<file path="src/riscv_pipe_cfg.svh">
`ifndef RISCV_PIPE_CFG_SVH
`define RISCV_PIPE_CFG_SVH

// ------------------------------------------------------------
// Datapath widths
// ------------------------------------------------------------

// Data and address word
`define XLEN        32

// Register index, 32 architectural registers
`define REG_ADDR_W  5

// ------------------------------------------------------------
// Fixed values
// ------------------------------------------------------------

// First fetch address out of reset
`define RESET_PC    32'h0000_0000

// addi x0, x0, 0 used as the bubble
`define NOP_INSN    32'h0000_0013

`endif

</file>
<file path="src/riscv_pipe_pkg.sv">
`include "riscv_pipe_cfg.svh"

package riscv_pipe_pkg;

    // ------------------------------------------------------------
    // Vector types
    // ------------------------------------------------------------

    // Data or address word
    typedef logic [`XLEN-1:0]       word_t;

    // Register index
    typedef logic [`REG_ADDR_W-1:0] reg_addr_t;

    typedef logic [3:0]             alu_op_t;
    typedef logic [1:0]             fwd_sel_t;

    // ------------------------------------------------------------
    // ALU operation codes
    // ------------------------------------------------------------
    localparam alu_op_t ALU_ADD  = 4'd0;
    localparam alu_op_t ALU_SUB  = 4'd1;
    localparam alu_op_t ALU_SLL  = 4'd2;
    localparam alu_op_t ALU_SLT  = 4'd3;
    localparam alu_op_t ALU_SLTU = 4'd4;
    localparam alu_op_t ALU_XOR  = 4'd5;
    localparam alu_op_t ALU_SRL  = 4'd6;
    localparam alu_op_t ALU_SRA  = 4'd7;
    localparam alu_op_t ALU_OR   = 4'd8;
    localparam alu_op_t ALU_AND  = 4'd9;

    // Execute operand source
    localparam fwd_sel_t FWD_RF  = 2'b00;
    // Value being written back this cycle
    localparam fwd_sel_t FWD_WB  = 2'b01;
    // ALU result sitting in EX/MEM
    localparam fwd_sel_t FWD_MEM = 2'b10;

endpackage

</file>
<file path="src/riscv_decoder.sv">
`timescale 1ns/1ps

module riscv_decoder (
    input  riscv_pipe_pkg::word_t     inst_i,
    output riscv_pipe_pkg::reg_addr_t rs1_o,
    output riscv_pipe_pkg::reg_addr_t rs2_o,
    output riscv_pipe_pkg::reg_addr_t rd_o,
    output riscv_pipe_pkg::word_t     imm_o,
    output riscv_pipe_pkg::alu_op_t   alu_op_o,
    output logic                      alu_src_imm_o,
    output logic                      reg_write_o,
    output logic                      mem_read_o,
    output logic                      mem_write_o,
    output logic                      branch_o,
    output logic                      branch_ne_o
);
    import riscv_pipe_pkg::*;

    localparam logic [6:0] OPC_OP     = 7'b0110011;
    localparam logic [6:0] OPC_OP_IMM = 7'b0010011;
    localparam logic [6:0] OPC_LOAD   = 7'b0000011;
    localparam logic [6:0] OPC_STORE  = 7'b0100011;
    localparam logic [6:0] OPC_BRANCH = 7'b1100011;

    logic [6:0] opcode;
    logic [2:0] funct3;
    logic       funct7_b5;
    word_t      imm_i;
    word_t      imm_s;
    word_t      imm_b;

    // Shared by register and immediate forms, sub only exists for registers
    function automatic alu_op_t arith_op(logic [2:0] f3, logic alt, logic is_reg);
        case (f3)
            3'b000:  arith_op = (is_reg && alt) ? ALU_SUB : ALU_ADD;
            3'b001:  arith_op = ALU_SLL;
            3'b010:  arith_op = ALU_SLT;
            3'b011:  arith_op = ALU_SLTU;
            3'b100:  arith_op = ALU_XOR;
            3'b101:  arith_op = alt ? ALU_SRA : ALU_SRL;
            3'b110:  arith_op = ALU_OR;
            default: arith_op = ALU_AND;
        endcase
    endfunction

    assign opcode    = inst_i[6:0];
    assign funct3    = inst_i[14:12];
    assign funct7_b5 = inst_i[30];

    // Sign-extended immediates
    assign imm_i = {{20{inst_i[31]}}, inst_i[31:20]};
    assign imm_s = {{20{inst_i[31]}}, inst_i[31:25], inst_i[11:7]};
    assign imm_b = {{19{inst_i[31]}}, inst_i[31], inst_i[7], inst_i[30:25], inst_i[11:8], 1'b0};

    always_comb begin
        rs1_o         = inst_i[19:15];
        rs2_o         = '0;
        rd_o          = '0;
        imm_o         = imm_i;
        alu_op_o      = ALU_ADD;
        alu_src_imm_o = 1'b0;
        reg_write_o   = 1'b0;
        mem_read_o    = 1'b0;
        mem_write_o   = 1'b0;
        branch_o      = 1'b0;
        branch_ne_o   = 1'b0;
        case (opcode)
            OPC_OP: begin
                rs2_o       = inst_i[24:20];
                rd_o        = inst_i[11:7];
                reg_write_o = 1'b1;
                alu_op_o    = arith_op(funct3, funct7_b5, 1'b1);
            end
            OPC_OP_IMM: begin
                rd_o          = inst_i[11:7];
                reg_write_o   = 1'b1;
                alu_src_imm_o = 1'b1;
                alu_op_o      = arith_op(funct3, funct7_b5, 1'b0);
            end
            OPC_LOAD: begin
                // Word loads only
                if (funct3 == 3'b010) begin
                    rd_o          = inst_i[11:7];
                    reg_write_o   = 1'b1;
                    mem_read_o    = 1'b1;
                    alu_src_imm_o = 1'b1;
                end
            end
            OPC_STORE: begin
                if (funct3 == 3'b010) begin
                    rs2_o         = inst_i[24:20];
                    imm_o         = imm_s;
                    mem_write_o   = 1'b1;
                    alu_src_imm_o = 1'b1;
                end
            end
            OPC_BRANCH: begin
                // beq and bne compare through a subtract
                if (funct3[2:1] == 2'b00) begin
                    rs2_o       = inst_i[24:20];
                    imm_o       = imm_b;
                    alu_op_o    = ALU_SUB;
                    branch_o    = 1'b1;
                    branch_ne_o = funct3[0];
                end
            end
            default: begin
            end
        endcase
    end

endmodule

</file>
<file path="src/riscv_regfile.sv">
`timescale 1ns/1ps
`include "riscv_pipe_cfg.svh"

module riscv_regfile (
    input  logic                      clk,
    input  logic                      rst_n_i,
    input  logic                      wr_en_i,
    input  riscv_pipe_pkg::reg_addr_t wr_addr_i,
    input  riscv_pipe_pkg::word_t     wr_data_i,
    input  riscv_pipe_pkg::reg_addr_t rd1_addr_i,
    input  riscv_pipe_pkg::reg_addr_t rd2_addr_i,
    output riscv_pipe_pkg::word_t     rd1_data_o,
    output riscv_pipe_pkg::word_t     rd2_data_o
);
    import riscv_pipe_pkg::*;

    // x0 has no storage
    word_t regs [1:(1 << `REG_ADDR_W) - 1];

    always_ff @(posedge clk or negedge rst_n_i) begin
        if (!rst_n_i) begin
            for (int i = 1; i < (1 << `REG_ADDR_W); i++) begin
                regs[i] <= '0;
            end
        end else if (wr_en_i && (wr_addr_i != '0)) begin
            regs[wr_addr_i] <= wr_data_i;
        end
    end

    // Same-cycle write shows up on the read ports
    assign rd1_data_o = (rd1_addr_i == '0) ? '0 :
                        (wr_en_i && (wr_addr_i == rd1_addr_i)) ? wr_data_i : regs[rd1_addr_i];
    assign rd2_data_o = (rd2_addr_i == '0) ? '0 :
                        (wr_en_i && (wr_addr_i == rd2_addr_i)) ? wr_data_i : regs[rd2_addr_i];

endmodule

</file>
<file path="src/riscv_alu.sv">
`timescale 1ns/1ps

module riscv_alu (
    input  riscv_pipe_pkg::alu_op_t op_i,
    input  riscv_pipe_pkg::word_t   a_i,
    input  riscv_pipe_pkg::word_t   b_i,
    output riscv_pipe_pkg::word_t   result_o,
    output logic                    zero_o
);
    import riscv_pipe_pkg::*;

    logic [4:0] shamt;

    assign shamt = b_i[4:0];

    always_comb begin
        case (op_i)
            ALU_ADD:  result_o = a_i + b_i;
            ALU_SUB:  result_o = a_i - b_i;
            ALU_SLL:  result_o = a_i << shamt;
            ALU_SLT:  result_o = word_t'($signed(a_i) < $signed(b_i));
            ALU_SLTU: result_o = word_t'(a_i < b_i);
            ALU_XOR:  result_o = a_i ^ b_i;
            ALU_SRL:  result_o = a_i >> shamt;
            // Arithmetic shift keeps the sign
            ALU_SRA:  result_o = word_t'($signed(a_i) >>> shamt);
            ALU_OR:   result_o = a_i | b_i;
            ALU_AND:  result_o = a_i & b_i;
            default:  result_o = a_i + b_i;
        endcase
    end

    // Branch compare result
    assign zero_o = (result_o == '0);

endmodule

</file>
<file path="src/riscv_hazard_unit.sv">
`timescale 1ns/1ps

module riscv_hazard_unit (
    input  riscv_pipe_pkg::reg_addr_t id_rs1_i,
    input  riscv_pipe_pkg::reg_addr_t id_rs2_i,
    input  riscv_pipe_pkg::reg_addr_t ex_rs1_i,
    input  riscv_pipe_pkg::reg_addr_t ex_rs2_i,
    input  riscv_pipe_pkg::reg_addr_t ex_rd_i,
    input  logic                      ex_mem_read_i,
    input  riscv_pipe_pkg::reg_addr_t mem_rd_i,
    input  logic                      mem_reg_write_i,
    input  riscv_pipe_pkg::reg_addr_t wb_rd_i,
    input  logic                      wb_reg_write_i,
    output riscv_pipe_pkg::fwd_sel_t  fwd_a_o,
    output riscv_pipe_pkg::fwd_sel_t  fwd_b_o,
    output logic                      stall_o
);
    import riscv_pipe_pkg::*;

    // Youngest producer wins, x0 never forwards
    function automatic fwd_sel_t pick_src(reg_addr_t rs, reg_addr_t m_rd, logic m_we,
                                          reg_addr_t w_rd, logic w_we);
        if (m_we && (m_rd != '0) && (m_rd == rs)) begin
            pick_src = FWD_MEM;
        end else if (w_we && (w_rd != '0) && (w_rd == rs)) begin
            pick_src = FWD_WB;
        end else begin
            pick_src = FWD_RF;
        end
    endfunction

    // ------------------------------------------------------------
    // Execute operand forwarding
    // ------------------------------------------------------------
    assign fwd_a_o = pick_src(ex_rs1_i, mem_rd_i, mem_reg_write_i, wb_rd_i, wb_reg_write_i);
    assign fwd_b_o = pick_src(ex_rs2_i, mem_rd_i, mem_reg_write_i, wb_rd_i, wb_reg_write_i);

    // ------------------------------------------------------------
    // Load-use detection
    // ------------------------------------------------------------

    // Load data is only ready once the load reaches writeback
    assign stall_o = ex_mem_read_i && (ex_rd_i != '0) &&
                     ((ex_rd_i == id_rs1_i) || (ex_rd_i == id_rs2_i));

endmodule

</file>
<file path="src/riscv_pipe_core.sv">
`timescale 1ns/1ps
`include "riscv_pipe_cfg.svh"

module riscv_pipe_core (
    input  logic                  clk,
    input  logic                  rst_n_i,
    output riscv_pipe_pkg::word_t pc_o,
    input  riscv_pipe_pkg::word_t inst_i,
    output riscv_pipe_pkg::word_t mem_addr_o,
    output riscv_pipe_pkg::word_t mem_wdata_o,
    output logic                  mem_read_o,
    output logic                  mem_write_o,
    input  riscv_pipe_pkg::word_t mem_rdata_i
);
    import riscv_pipe_pkg::*;

    // Fetch and IF/ID
    word_t     pc, pc_plus4, id_pc, id_inst;
    // Decode
    reg_addr_t id_rs1, id_rs2, id_rd;
    word_t     id_imm, id_rs1_data, id_rs2_data;
    alu_op_t   id_alu_op;
    logic      id_alu_src_imm, id_reg_write, id_mem_read, id_mem_write, id_branch, id_branch_ne;
    logic      stall;
    // ID/EX and execute
    word_t     ex_pc, ex_rs1_data, ex_rs2_data, ex_imm;
    reg_addr_t ex_rs1, ex_rs2, ex_rd;
    alu_op_t   ex_alu_op;
    logic      ex_alu_src_imm, ex_reg_write, ex_mem_read, ex_mem_write, ex_branch, ex_branch_ne;
    fwd_sel_t  fwd_a, fwd_b;
    word_t     ex_op_a, ex_op_b, ex_alu_b, ex_alu_result, branch_target;
    logic      ex_zero, branch_taken;
    // EX/MEM and MEM/WB
    word_t     mem_alu_result, mem_store_data, wb_alu_result, wb_load_data, wb_data;
    reg_addr_t mem_rd, wb_rd;
    logic      mem_reg_write, mem_mem_read, mem_mem_write, wb_reg_write, wb_mem_read;

    function automatic word_t fwd_mux(fwd_sel_t sel, word_t rf_val, word_t wb_val,
                                      word_t mem_val);
        case (sel)
            FWD_MEM: fwd_mux = mem_val;
            FWD_WB:  fwd_mux = wb_val;
            default: fwd_mux = rf_val;
        endcase
    endfunction

    // ------------------------------------------------------------
    // Fetch
    // ------------------------------------------------------------
    assign pc_plus4 = pc + 32'd4;
    assign pc_o     = pc;

    // Redirect wins over the load-use hold
    always_ff @(posedge clk or negedge rst_n_i) begin
        if (!rst_n_i) begin
            pc      <= `RESET_PC;
            id_pc   <= `RESET_PC;
            id_inst <= `NOP_INSN;
        end else if (branch_taken) begin
            pc      <= branch_target;
            id_inst <= `NOP_INSN;
        end else if (!stall) begin
            pc      <= pc_plus4;
            id_pc   <= pc;
            id_inst <= inst_i;
        end
    end

    // ------------------------------------------------------------
    // Decode
    // ------------------------------------------------------------
    riscv_decoder u_dec (
        .inst_i        (id_inst),
        .rs1_o         (id_rs1),
        .rs2_o         (id_rs2),
        .rd_o          (id_rd),
        .imm_o         (id_imm),
        .alu_op_o      (id_alu_op),
        .alu_src_imm_o (id_alu_src_imm),
        .reg_write_o   (id_reg_write),
        .mem_read_o    (id_mem_read),
        .mem_write_o   (id_mem_write),
        .branch_o      (id_branch),
        .branch_ne_o   (id_branch_ne)
    );

    riscv_regfile u_rf (
        .clk        (clk),
        .rst_n_i    (rst_n_i),
        .wr_en_i    (wb_reg_write),
        .wr_addr_i  (wb_rd),
        .wr_data_i  (wb_data),
        .rd1_addr_i (id_rs1),
        .rd2_addr_i (id_rs2),
        .rd1_data_o (id_rs1_data),
        .rd2_data_o (id_rs2_data)
    );

    riscv_hazard_unit u_hz (
        .id_rs1_i        (id_rs1),
        .id_rs2_i        (id_rs2),
        .ex_rs1_i        (ex_rs1),
        .ex_rs2_i        (ex_rs2),
        .ex_rd_i         (ex_rd),
        .ex_mem_read_i   (ex_mem_read),
        .mem_rd_i        (mem_rd),
        .mem_reg_write_i (mem_reg_write),
        .wb_rd_i         (wb_rd),
        .wb_reg_write_i  (wb_reg_write),
        .fwd_a_o         (fwd_a),
        .fwd_b_o         (fwd_b),
        .stall_o         (stall)
    );

    // ID/EX strobes, cleared for a bubble on stall or flush
    always_ff @(posedge clk or negedge rst_n_i) begin
        if (!rst_n_i) begin
            {ex_reg_write, ex_mem_read, ex_mem_write, ex_branch, ex_branch_ne} <= '0;
        end else if (branch_taken || stall) begin
            {ex_reg_write, ex_mem_read, ex_mem_write, ex_branch, ex_branch_ne} <= '0;
        end else begin
            {ex_reg_write, ex_mem_read, ex_mem_write, ex_branch, ex_branch_ne} <=
                {id_reg_write, id_mem_read, id_mem_write, id_branch, id_branch_ne};
        end
    end

    always_ff @(posedge clk) begin
        ex_pc          <= id_pc;
        ex_rs1_data    <= id_rs1_data;
        ex_rs2_data    <= id_rs2_data;
        ex_imm         <= id_imm;
        ex_rs1         <= id_rs1;
        ex_rs2         <= id_rs2;
        ex_rd          <= id_rd;
        ex_alu_op      <= id_alu_op;
        ex_alu_src_imm <= id_alu_src_imm;
    end

    // ------------------------------------------------------------
    // Execute
    // ------------------------------------------------------------
    assign ex_op_a  = fwd_mux(fwd_a, ex_rs1_data, wb_data, mem_alu_result);
    assign ex_op_b  = fwd_mux(fwd_b, ex_rs2_data, wb_data, mem_alu_result);
    assign ex_alu_b = ex_alu_src_imm ? ex_imm : ex_op_b;

    riscv_alu u_alu (
        .op_i     (ex_alu_op),
        .a_i      (ex_op_a),
        .b_i      (ex_alu_b),
        .result_o (ex_alu_result),
        .zero_o   (ex_zero)
    );

    // beq on zero, bne on nonzero
    assign branch_target = ex_pc + ex_imm;
    assign branch_taken  = ex_branch && (ex_zero != ex_branch_ne);

    // ------------------------------------------------------------
    // Memory and writeback
    // ------------------------------------------------------------
    always_ff @(posedge clk or negedge rst_n_i) begin
        if (!rst_n_i) begin
            {mem_reg_write, mem_mem_read, mem_mem_write} <= '0;
            {wb_reg_write, wb_mem_read}                  <= '0;
        end else begin
            {mem_reg_write, mem_mem_read, mem_mem_write} <=
                {ex_reg_write, ex_mem_read, ex_mem_write};
            {wb_reg_write, wb_mem_read} <= {mem_reg_write, mem_mem_read};
        end
    end

    always_ff @(posedge clk) begin
        mem_alu_result <= ex_alu_result;
        mem_store_data <= ex_op_b;
        mem_rd         <= ex_rd;
        wb_alu_result  <= mem_alu_result;
        wb_load_data   <= mem_rdata_i;
        wb_rd          <= mem_rd;
    end

    assign mem_addr_o  = mem_alu_result;
    assign mem_wdata_o = mem_store_data;
    assign mem_read_o  = mem_mem_read;
    assign mem_write_o = mem_mem_write;

    assign wb_data = wb_mem_read ? wb_load_data : wb_alu_result;

endmodule

</file>
<file path="config.mk">
export PLATFORM = sky130hd
export DESIGN_NAME = riscv_pipe_core
export DESIGN_NICKNAME = d
export VERILOG_FILES = /design/src/riscv_pipe_pkg.sv /design/src/riscv_decoder.sv /design/src/riscv_regfile.sv /design/src/riscv_alu.sv /design/src/riscv_hazard_unit.sv /design/src/riscv_pipe_core.sv
export VERILOG_INCLUDE_DIRS = /design/src
export SDC_FILE = /design/constraint.sdc
export NUM_CORES = 2
export LEC_CHECK = 0
export BUFFER_PORTS_ARGS = -buffer_cell sky130_fd_sc_hd__buf_2
export CORE_MARGIN = 2
export CORE_UTILIZATION = 50
export DETAILED_ROUTE_END_ITERATION = 10
export PLACE_DENSITY = 0.75
export RECOVER_POWER = 25
export SETUP_SLACK_MARGIN = 0.4
export SYNTH_ARGS = -nofsm -noshare
export SYNTH_HDL_FRONTEND = slang
export SYNTH_HIERARCHICAL = 1
export SYNTH_SLANG_ARGS = --single-unit
export TNS_END_PERCENT = 10
</file>
<file path="constraint.sdc">
create_clock -name clk -period 13.02 [get_ports clk]
set_input_delay 1.302 -clock clk [delete_from_list [all_inputs] [get_ports clk]]
set_output_delay 1.302 -clock clk [all_outputs]
set_load 0.05 [all_outputs]
</file>
## Word-level counts from Yosys, hierarchy flattened

Cells that the tools add are included.

| word-level totals | value |
|---|---|
| register bits after elaboration | 1365 |
| latch bits | 0 |
| RAM bits | 0 |
| memory bits (read-only) | 0 |
| output and inout bits | 98 |
| word-level logic and storage cells | 191 |
| memories kept | 0 |

| cells by class | value |
|---|---|
| add/sub/neg operators | 4 |
| multipliers | 0 |
| divide/modulo/power cells | 0 |
| $lt $le $gt $ge | 6 |
| equality and inequality tests | 34 |
| shift-type cells | 3 |
| muxes and demuxes | 52 |
| bitwise logic cells | 8 |
| reduce and logical (&&, ||, !) cells | 25 |

Operators by type and width:

| cell | count |
|---|---|
| 992-bit bitwise mux | 1 |
| 32-bit two-way mux | 13 |
| 32-bit binary-select mux with 5-bit select | 2 |
| 32-bit case mux with 9 select lines | 1 |
| 32-bit demux with 5-bit select | 1 |
| 32-bit case mux with 2 select lines | 2 |
| 32-bit adder | 2 |
| 32-bit < comparator | 2 |
| 4-bit case mux with 7 select lines | 2 |
| 5-bit equality test | 8 |
| 32-bit by 3-bit adder with 32-bit output, second input constant | 1 |
| 32-bit bitwise AND | 1 |
| 32-bit zero test | 1 |
| 32-bit bitwise OR | 1 |
| 32-bit by 5-bit << shifter with 32-bit output | 1 |
| 32-bit by 5-bit right shift with 32-bit output | 1 |
| 32-bit by 5-bit >>> shifter with 32-bit output | 1 |
| 32-bit subtractor | 1 |
| 32-bit XOR | 1 |
| 12-bit case mux with 2 select lines | 1 |
| 5-bit two-way mux | 4 |
| 6-bit greater-or-equal comparator, second input constant | 3 |
| 5-bit inverter with 6-bit output | 3 |
| 1-bit two-way mux | 17 |
| 31 further kinds | 61 |

## Depth between registers and ports, before layout

| logic depth | value |
|---|---|
| depth after elaboration | 15 |
| mapped depth | 36 |
| depth with buffers taken out | 29 |

## Cells and area by module

The synthesis kept the hierarchy.

By module, submodules not included:

| module | times used | cells an instance | area an instance (um^2) | seq. area each (um^2) |
|---|---|---|---|---|
| riscv_regfile | 1 | 3939 | 54423.4 | 24823.8 |
| riscv_pipe_core | 1 | 1185 | 13800.7 | 8381.8 |
| riscv_alu | 1 | 1420 | 9656.8 | 0.0 |
| riscv_decoder | 1 | 94 | 689.4 | 0.0 |
| riscv_hazard_unit | 1 | 49 | 391.6 | 0.0 |

## Worst setup path after synthesis

OpenSTA, ideal clock, no wires.

| timing | value |
|---|---|
| kind | register to register |
| from | register mem_rd[1] |
| to | register id_pc[28] |
| setup time | 125 ps |
| arrival time | 8866 ps |
| setup slack | 4030 ps |
| stages on the path, launching flop included | 35 |
| period minus slack after synthesis | 8990 ps |
| cells stage by stage | dfxtp_1 -> or4_1 -> o21ai_2 -> nor4_1 -> nor4_2 -> inv_1 -> ha_1 -> clkbuf_1 -> clkbuf_1 -> o21ai_0 -> mux2_2 -> buf_2 -> clkinv_1 -> clkbuf_1 -> buf_1 -> clkbuf_1 -> ha_1 -> buf_2 -> o21bai_1 -> a21o_1 -> o221a_2 -> a21oi_1 -> or4_4 -> or4_1 -> or4b_1 -> or4_1 -> nor4_1 -> nand4b_1 -> nor4_2 -> xor2_1 -> and2_1 -> clkbuf_1 -> nor2_1 -> clkbuf_1 -> mux2_2 |

| between the ends | value |
|---|---|
| cells in the longest elaborated chain, start to end | 14 |
| elaborated cells between the ends (all ways) | 31 |
| those cells by class | add/sub: 2; order compare: 2; eq/ne: 7; shift: 3; mux: 6; bitwise: 4; reduce/logical: 7 |

Ends and longest elaborated chain:

| item | line | RTL |
|---|---|---|
| start, declared | riscv_pipe_core.sv:35 | `reg_addr_t mem_rd, wb_rd;` |
| start signal, assigned | riscv_pipe_core.sv:175 | `mem_rd <= ex_rd;` |
| 5-bit nonzero test | riscv_hazard_unit.sv:23 | `if (m_we && (m_rd != '0) && (m_rd == rs)) begin` |
| 1-bit logical AND | riscv_hazard_unit.sv:23 |  |
| 1-bit logical AND (*) | riscv_hazard_unit.sv:23 |  |
| 2-bit two-way mux (*) | riscv_hazard_unit.sv:23 |  |
| named net fwd_b[1] | riscv_pipe_core.sv:30 | `fwd_sel_t fwd_a, fwd_b;` |
| 2-bit by 1-bit equality test with 1-bit output / 2-bit equality test (equally long branches) | riscv_pipe_core.sv:40 | `case (sel)` |
| 32-bit case mux with 2 select lines (*) | riscv_pipe_core.sv:40 |  |
| named net ex_op_b[2] | riscv_pipe_core.sv:31 | `word_t ex_op_a, ex_op_b, ex_alu_b, ex_alu_result, branch_target;` |
| (+1 left out) | - |  |
| named net ex_alu_b[2] | riscv_pipe_core.sv:31 |  |
| (+1 left out) | - |  |
| 32-bit case mux with 9 select lines (*) | riscv_alu.sv:17 | `case (op_i)` |
| named net ex_alu_result[4] | riscv_pipe_core.sv:31 |  |
| 32-bit zero test (*) | riscv_alu.sv:34 | `assign zero_o = (result_o == '0);` |
| named net ex_zero | riscv_pipe_core.sv:32 | `logic ex_zero, branch_taken;` |
| 1-bit inequality test (*) | riscv_pipe_core.sv:156 | `assign branch_taken = ex_branch && (ex_zero != ex_branch_ne);` |
| 1-bit logical AND (*) | riscv_pipe_core.sv:156 |  |
| 1-bit inverter (no line) (*) | - |  |
| 2-bit AND reduction (no line) (*) | - |  |
| end signal, assigned | riscv_pipe_core.sv:57 | `` id_pc <= `RESET_PC; `` |
| end signal, assigned | riscv_pipe_core.sv:64 | `id_pc <= pc;` |
| end, declared | riscv_pipe_core.sv:18 | `word_t pc, pc_plus4, id_pc, id_inst;` |

Mark *: on every way through the listed nets, which the timed path passes. The rest lies on a longest branch.
A chain may end at the register's enable or synchronous reset.

## Worst setup path in the final report

| timing | value |
|---|---|
| from | register wb_mem_read |
| to | register pc[24], in the netlist pc_o[24] |

| between the ends | value |
|---|---|
| cells in the longest elaborated chain, start to end | 9 |
| elaborated cells between the ends (all ways) | 20 |
| those cells by class | add/sub: 2; order compare: 2; eq/ne: 2; shift: 3; mux: 6; bitwise: 3; reduce/logical: 2 |

Ends and longest elaborated chain:

| item | line | RTL |
|---|---|---|
| start, declared | riscv_pipe_core.sv:36 | `logic mem_reg_write, mem_mem_read, mem_mem_write, wb_reg_write, wb_mem_read;` |
| start signal, assigned | riscv_pipe_core.sv:168 | `{wb_reg_write, wb_mem_read} <= {mem_reg_write, mem_mem_read};` |
| 32-bit two-way mux (*) | riscv_pipe_core.sv:186 | `assign wb_data = wb_mem_read ? wb_load_data : wb_alu_result;` |
| named net wb_data[1] | riscv_pipe_core.sv:34 | `word_t mem_alu_result, mem_store_data, wb_alu_result, wb_load_data, wb_data;` |
| 32-bit case mux with 2 select lines (*) | riscv_pipe_core.sv:40 |  |
| named net ex_op_b[1] | riscv_pipe_core.sv:31 |  |
| 32-bit two-way mux (*) | riscv_pipe_core.sv:144 | `assign ex_alu_b = ex_alu_src_imm ? ex_imm : ex_op_b;` |
| named net ex_alu_b[1] | riscv_pipe_core.sv:31 |  |
| 32-bit adder, or another cell as far along | riscv_alu.sv:18, riscv_alu.sv:29 |  |
| 32-bit case mux with 9 select lines (*) | riscv_alu.sv:17 |  |
| named net ex_alu_result[24] | riscv_pipe_core.sv:31 |  |
| 32-bit zero test (*) | riscv_alu.sv:34 |  |
| named net ex_zero | riscv_pipe_core.sv:32 |  |
| 1-bit inequality test (*) | riscv_pipe_core.sv:156 |  |
| 1-bit logical AND (*) | riscv_pipe_core.sv:156 |  |
| 2-bit by 1-bit inequality test with 1-bit output (no line) / 32-bit two-way mux (equally long branches) | - |  |
| end signal, assigned | riscv_pipe_core.sv:56 | `` pc <= `RESET_PC; `` |
| end signal, assigned | riscv_pipe_core.sv:60 | `pc <= branch_target;` |
| end signal, assigned | riscv_pipe_core.sv:63 | `pc <= pc_plus4;` |
| end, declared | riscv_pipe_core.sv:18 |  |

Marks and branches as above.

==> metrics.md <==
| Metric | Value |
|---|---|
| Max Slew Vio Count | 639 |
| # DRC | 0 |
| Mapped Area | 79,000 um^2 |
| Synthesized instance count | 6,687 |
| Final Setup Violations | 0 |
| Crit path from | wb_mem_read |
| Share of the yosys chip area belonging to registers | 42.1% |
| RePlAce Congestion | 1.02 |
| Largest cells by area after synthesis | dfrtp_1 35%, mux2_2 18%, mux4_2 11% |
| Worst Skew | 0.0381 ns |
| Failing checks | max-capacitance violations, max-slew violations |
| CP Capture Type | flip-flop |
| Share of layout cells above drive strength 1 | 34.9% |
| Fin crit period | 11.55 ns |
| # hold bufs at CTS | 0 |
| First-pass GRT wire length | 412,000 um |
| CP max stage cell | clkbuf_1 |
| CP Class | flip-flop to flip-flop |
| Fillers | 12,900 |
| DP Worst Slack | 2.66 ns |
| Die area | 161,000 um^2 |
| Primary FF master, synth | dfrtp_1 |
| PwrDens | 116 nW/um^2 |
| Type of origin of the critical path | flip-flop |
| Period utilization | 88.7% |
| Outcome | complete, but fails checks |
| Levels on crit path | 23 |
| CTS Buf Count | 149 |
| Number of setup buffers added after CTS | 0 |
| RSZ-0062 raised after global routing | no |
| Peak Freq | 0.0866 GHz |
| Synth area leader | dfrtp_1 |
| Worst-Margin Slew | 4.36 ns |
| CP delay by family, top | compound AO/OA/AOI/OAI gates |
| IO buf count | 163 |
| LEAKAGE | 0.0382 uW |
| Cell Count, Final, Fillers Out | 8,718 |
| Detailed Routing Iterations Pass 1 | 6 |
| Slew HR | -191% |
| Placed insts | 8,442 |
| Number of max-cap violations | 14 |
| Worst path arrival time | 12.20 ns |
| #FFs+latches synth | 1,384 |
| Core Rows | 145 |
| Die X | 401 um |
| Distinct cells, synth | 112 |
| VDD IR max | 0.139 mV |
| Final setup TNS | 0 ns |
| Vias/cell | 7.01 |
| Vias | 61,100 |
| CTS H-tree lvls | 4 |
| Gr usage total | 34.5% |
| Post-synth ARST share | 79.3% |
| Syn Nets | 6,889 |
| Synthesized area per cell | 11.8 um^2 |
| Iter 0 DRT Violations | 7,883 |
| PostCTS Resize Cnt | 0 |
| Worst Slack Setup Final | 1.47 ns |
| Switching power | 2750 uW |
| Cell chain of the critical path | clkbuf_1, mux2_2, a22oi_1, o21ai_0, mux2_4, buf_4, fa_1, o21bai_1, a211oi_1, o21ai_0, a2111oi_0, buf_4, o32ai_1, o31ai_1, nand4_1, or4_1, nor4_1, nand4b_1, nor4_2, xor2_1, nand2_1, a2111oi_0, a311oi_1 |
| Reg clk slew, reported paths | 0.06 ns |
| ANT nets after route | 0 |
| CTS Root Buffer Type | clkbuf_16 |
| Ys Warns | 6 |
| Power share of the sequential group | 45.1% |
| Reg2reg start | wb_mem_read |
| Hold path depth | 0 |
| Worst min path class | flip-flop to flip-flop |
| Number of flops mapped to enable cells by yosys | 0 |
| CORE AREA | 157,000 um^2 |
| Remaining Overflow, GRT | 0 |
| Routed WL per cell | 32.7 um |
| Top cell type's share of synthesized area | 34.7% |
| Critical Path RT | 13.67 ns |
| Sw Ratio | 27.7% |
| CTS tree | yes |
| Vias in the first global route | 59,500 |
| # IOs | 164 |
| Area grow syn2layout | 8.65% |
| Max clock buf depth | 3 |
| Largest net degree at the start of global routing | 180 |
| Starting density of the core | 50.4% |
| Clock sinks | 1,384 |
| Clk network pwr share | 44.1% |
| Final hold viol count | 0 |
| Initial antenna violation count | 12 |
| CP Max Fanout | 54 |
| Min-delay src | ex_reg_write |
| Routed wire length | 285,000 um |
| CP peak stage delay | 1.51 ns |
| Gate power share | 10.7% |
| Clock Latency Late Sink | 0.82 ns |
| WP buf/inv | 3 |
| Final Net Count | 6,737 |
| Final design utilization | 54.8% |
| Hold Worst Slack | 0.351 ns |
| DP HPWL | 184,000 um |
| R2R depth | 23 |
| Int Pwr | 7170 uW |
| Die height | 401 um |
-- layout make-up --
cell class / instances / area, um^2 / share of cell area [%]
multi-input combinational: 4549 / 42300 / 49.3
sequential: 1384 / 33200 / 38.7
clock buffer: 213 / 4300 / 5.01
tap: 2058 / 2570 / 3.00
timing repair buffer: 332 / 2150 / 2.50
clock inverter: 57 / 790 / 0.920
inverter: 119 / 447 / 0.521
antenna: 6 / 15.0 / 0.0175
-- layout by cell type (no fill, tap or decap), drive strengths merged, types with 39 or more instances in the layout --
cell / netlist / layout
ha: 133 / 133
nor2: 405 / 405
a221oi: 79 / 79
nand2b: 41 / 41
nor3: 98 / 98
inv: 114 / 122
a22oi: 98 / 98
dfrtp: 1095 / 1095
mux4: 373 / 373
clkinv: 5 / 39
a21oi: 191 / 191
nor4: 96 / 96
xnor2: 50 / 50
buf: 353 / 317
mux2i: 181 / 181
o21ai: 226 / 226
dfxtp: 286 / 286
nand2: 286 / 286
nand3: 71 / 71
clkbuf: 280 / 228
a211oi: 135 / 135
o22ai: 144 / 144
nor2b: 90 / 90
mux2: 1301 / 1301
a21o: 39 / 39
xor2: 46 / 46
-- power by group through the flow --
stage	sequential, uW	clock, uW	combinational (uW)
after floorplan	4550	0	593
after global placement	4550	0	1020
after detailed placement	4550	0	1030
after CTS	4470	4420	1030
after global routing	4480	4600	1120
final	4480	4380	1060
-- cell usage after synthesis, types with 14 or more instances --
| master | instances |
|---|---|
| a211oi_1 | 125 |
| a21o_1 | 37 |
| a21oi_1 | 189 |
| a221o_1 | 22 |
| a221oi_1 | 79 |
| a22oi_1 | 98 |
| a31oi_1 | 20 |
| and2_1 | 29 |
| and3_1 | 19 |
| buf_1 | 62 |
| buf_2 | 149 |
| buf_4 | 89 |
| buf_6 | 51 |
| clkbuf_1 | 277 |
| dfrtp_1 | 1095 |
| dfxtp_1 | 286 |
| ha_1 | 133 |
| inv_1 | 113 |
| mux2_2 | 1288 |
| mux2i_1 | 181 |
| mux4_2 | 371 |
| nand2_1 | 286 |
| nand2b_1 | 41 |
| nand3_1 | 70 |
| nand4_1 | 21 |
| nor2_1 | 401 |
| nor2b_1 | 88 |
| nor3_1 | 87 |
| nor4_1 | 91 |
| o211a_1 | 14 |
| o211ai_1 | 25 |
| o21ai_0 | 221 |
| o221ai_1 | 34 |
| o22ai_1 | 144 |
| o31ai_1 | 34 |
| or3_1 | 17 |
| xnor2_1 | 50 |
| xor2_1 | 46 |
-- sequential cells by signal, summed over array words and instances, names as in the netlist, 32 cells and up --
name           cells
wb_load_data      32
ex_rs1_data       32
ex_imm            32
mem_wdata_o       32
pc_o              32
ex_rs2_data       32
wb_alu_result     32
mem_addr_o        32
id_inst           32
u_rf/regs        992
id_pc             32
ex_pc             32
-- cells by family (layout without fill, tap and decap cells) --
logic type                 after synthesis  in the layout  share of synthesized area [%]
and+or+nand+nor                       1263           1263                           7.93
adders and majority gates              136            136                           2.18
other                                    0              6                              0
buffers and inverters                  754            721                           4.80
xor gates and xnor gates                96             96                           1.06
AOI/OAI and AO/OA                     1199           1199                           10.5
DFF                                   1384           1384                           42.1
muxes                                 1855           1855                           31.5
-- worst reg2reg max path, cell delays in order (launching register included) --
cell	delay [ns]
dfrtp_2	0.34
clkbuf_1	1.51
mux2_2	1.04
a22oi_1	0.15
o21ai_0	0.40
mux2_4	0.67
buf_4	0.78
fa_1	0.37
o21bai_1	0.11
a211oi_1	0.48
o21ai_0	0.32
a2111oi_0	0.91
buf_4	0.30
o32ai_1	0.10
o31ai_1	0.11
nand4_1	0.21
or4_1	0.57
nor4_1	0.73
nand4b_1	0.22
nor4_2	0.41
xor2_1	0.24
nand2_1	0.65
a2111oi_0	0.68
a311oi_1	0.09
-- path summary, 6_finish.rpt --
kind | endpoint | slack, ns
setup / recovery | pc_o[24] | 1.47
hold / removal | mem_reg_write | 0.35
setup reg to reg | pc_o[24] | 1.47
hold reg to reg | mem_reg_write | 0.35
max in group asynchronous | id_inst[16] | 4.87
min in group asynchronous | u_rf/regs[572] | 2.07
-- layer usage --
metal | share of wire (%) | GRT usage (%)
met5 | 0.045 | 0
met4 | 7.3 | 21.8
met3 | 11 | 9.80
met2 | 43 | 50.2
met1 | 38 | 45.4
-- per-stage QoR --
| stage | area, um^2 | total power (uW) |
|---|---|---|
| 5_1_grt | 85800 | 10200 |
| 3_5_place_dp | 80800 | 5580 |
| 3_3_place_gp | 80800 | 5570 |
| 6_report | 85800 | 9920 |
| 2_1_floorplan | 79000 | 5140 |
| 4_1_cts | 85800 | 9920 |
Power figures use the tool's default switching activity.
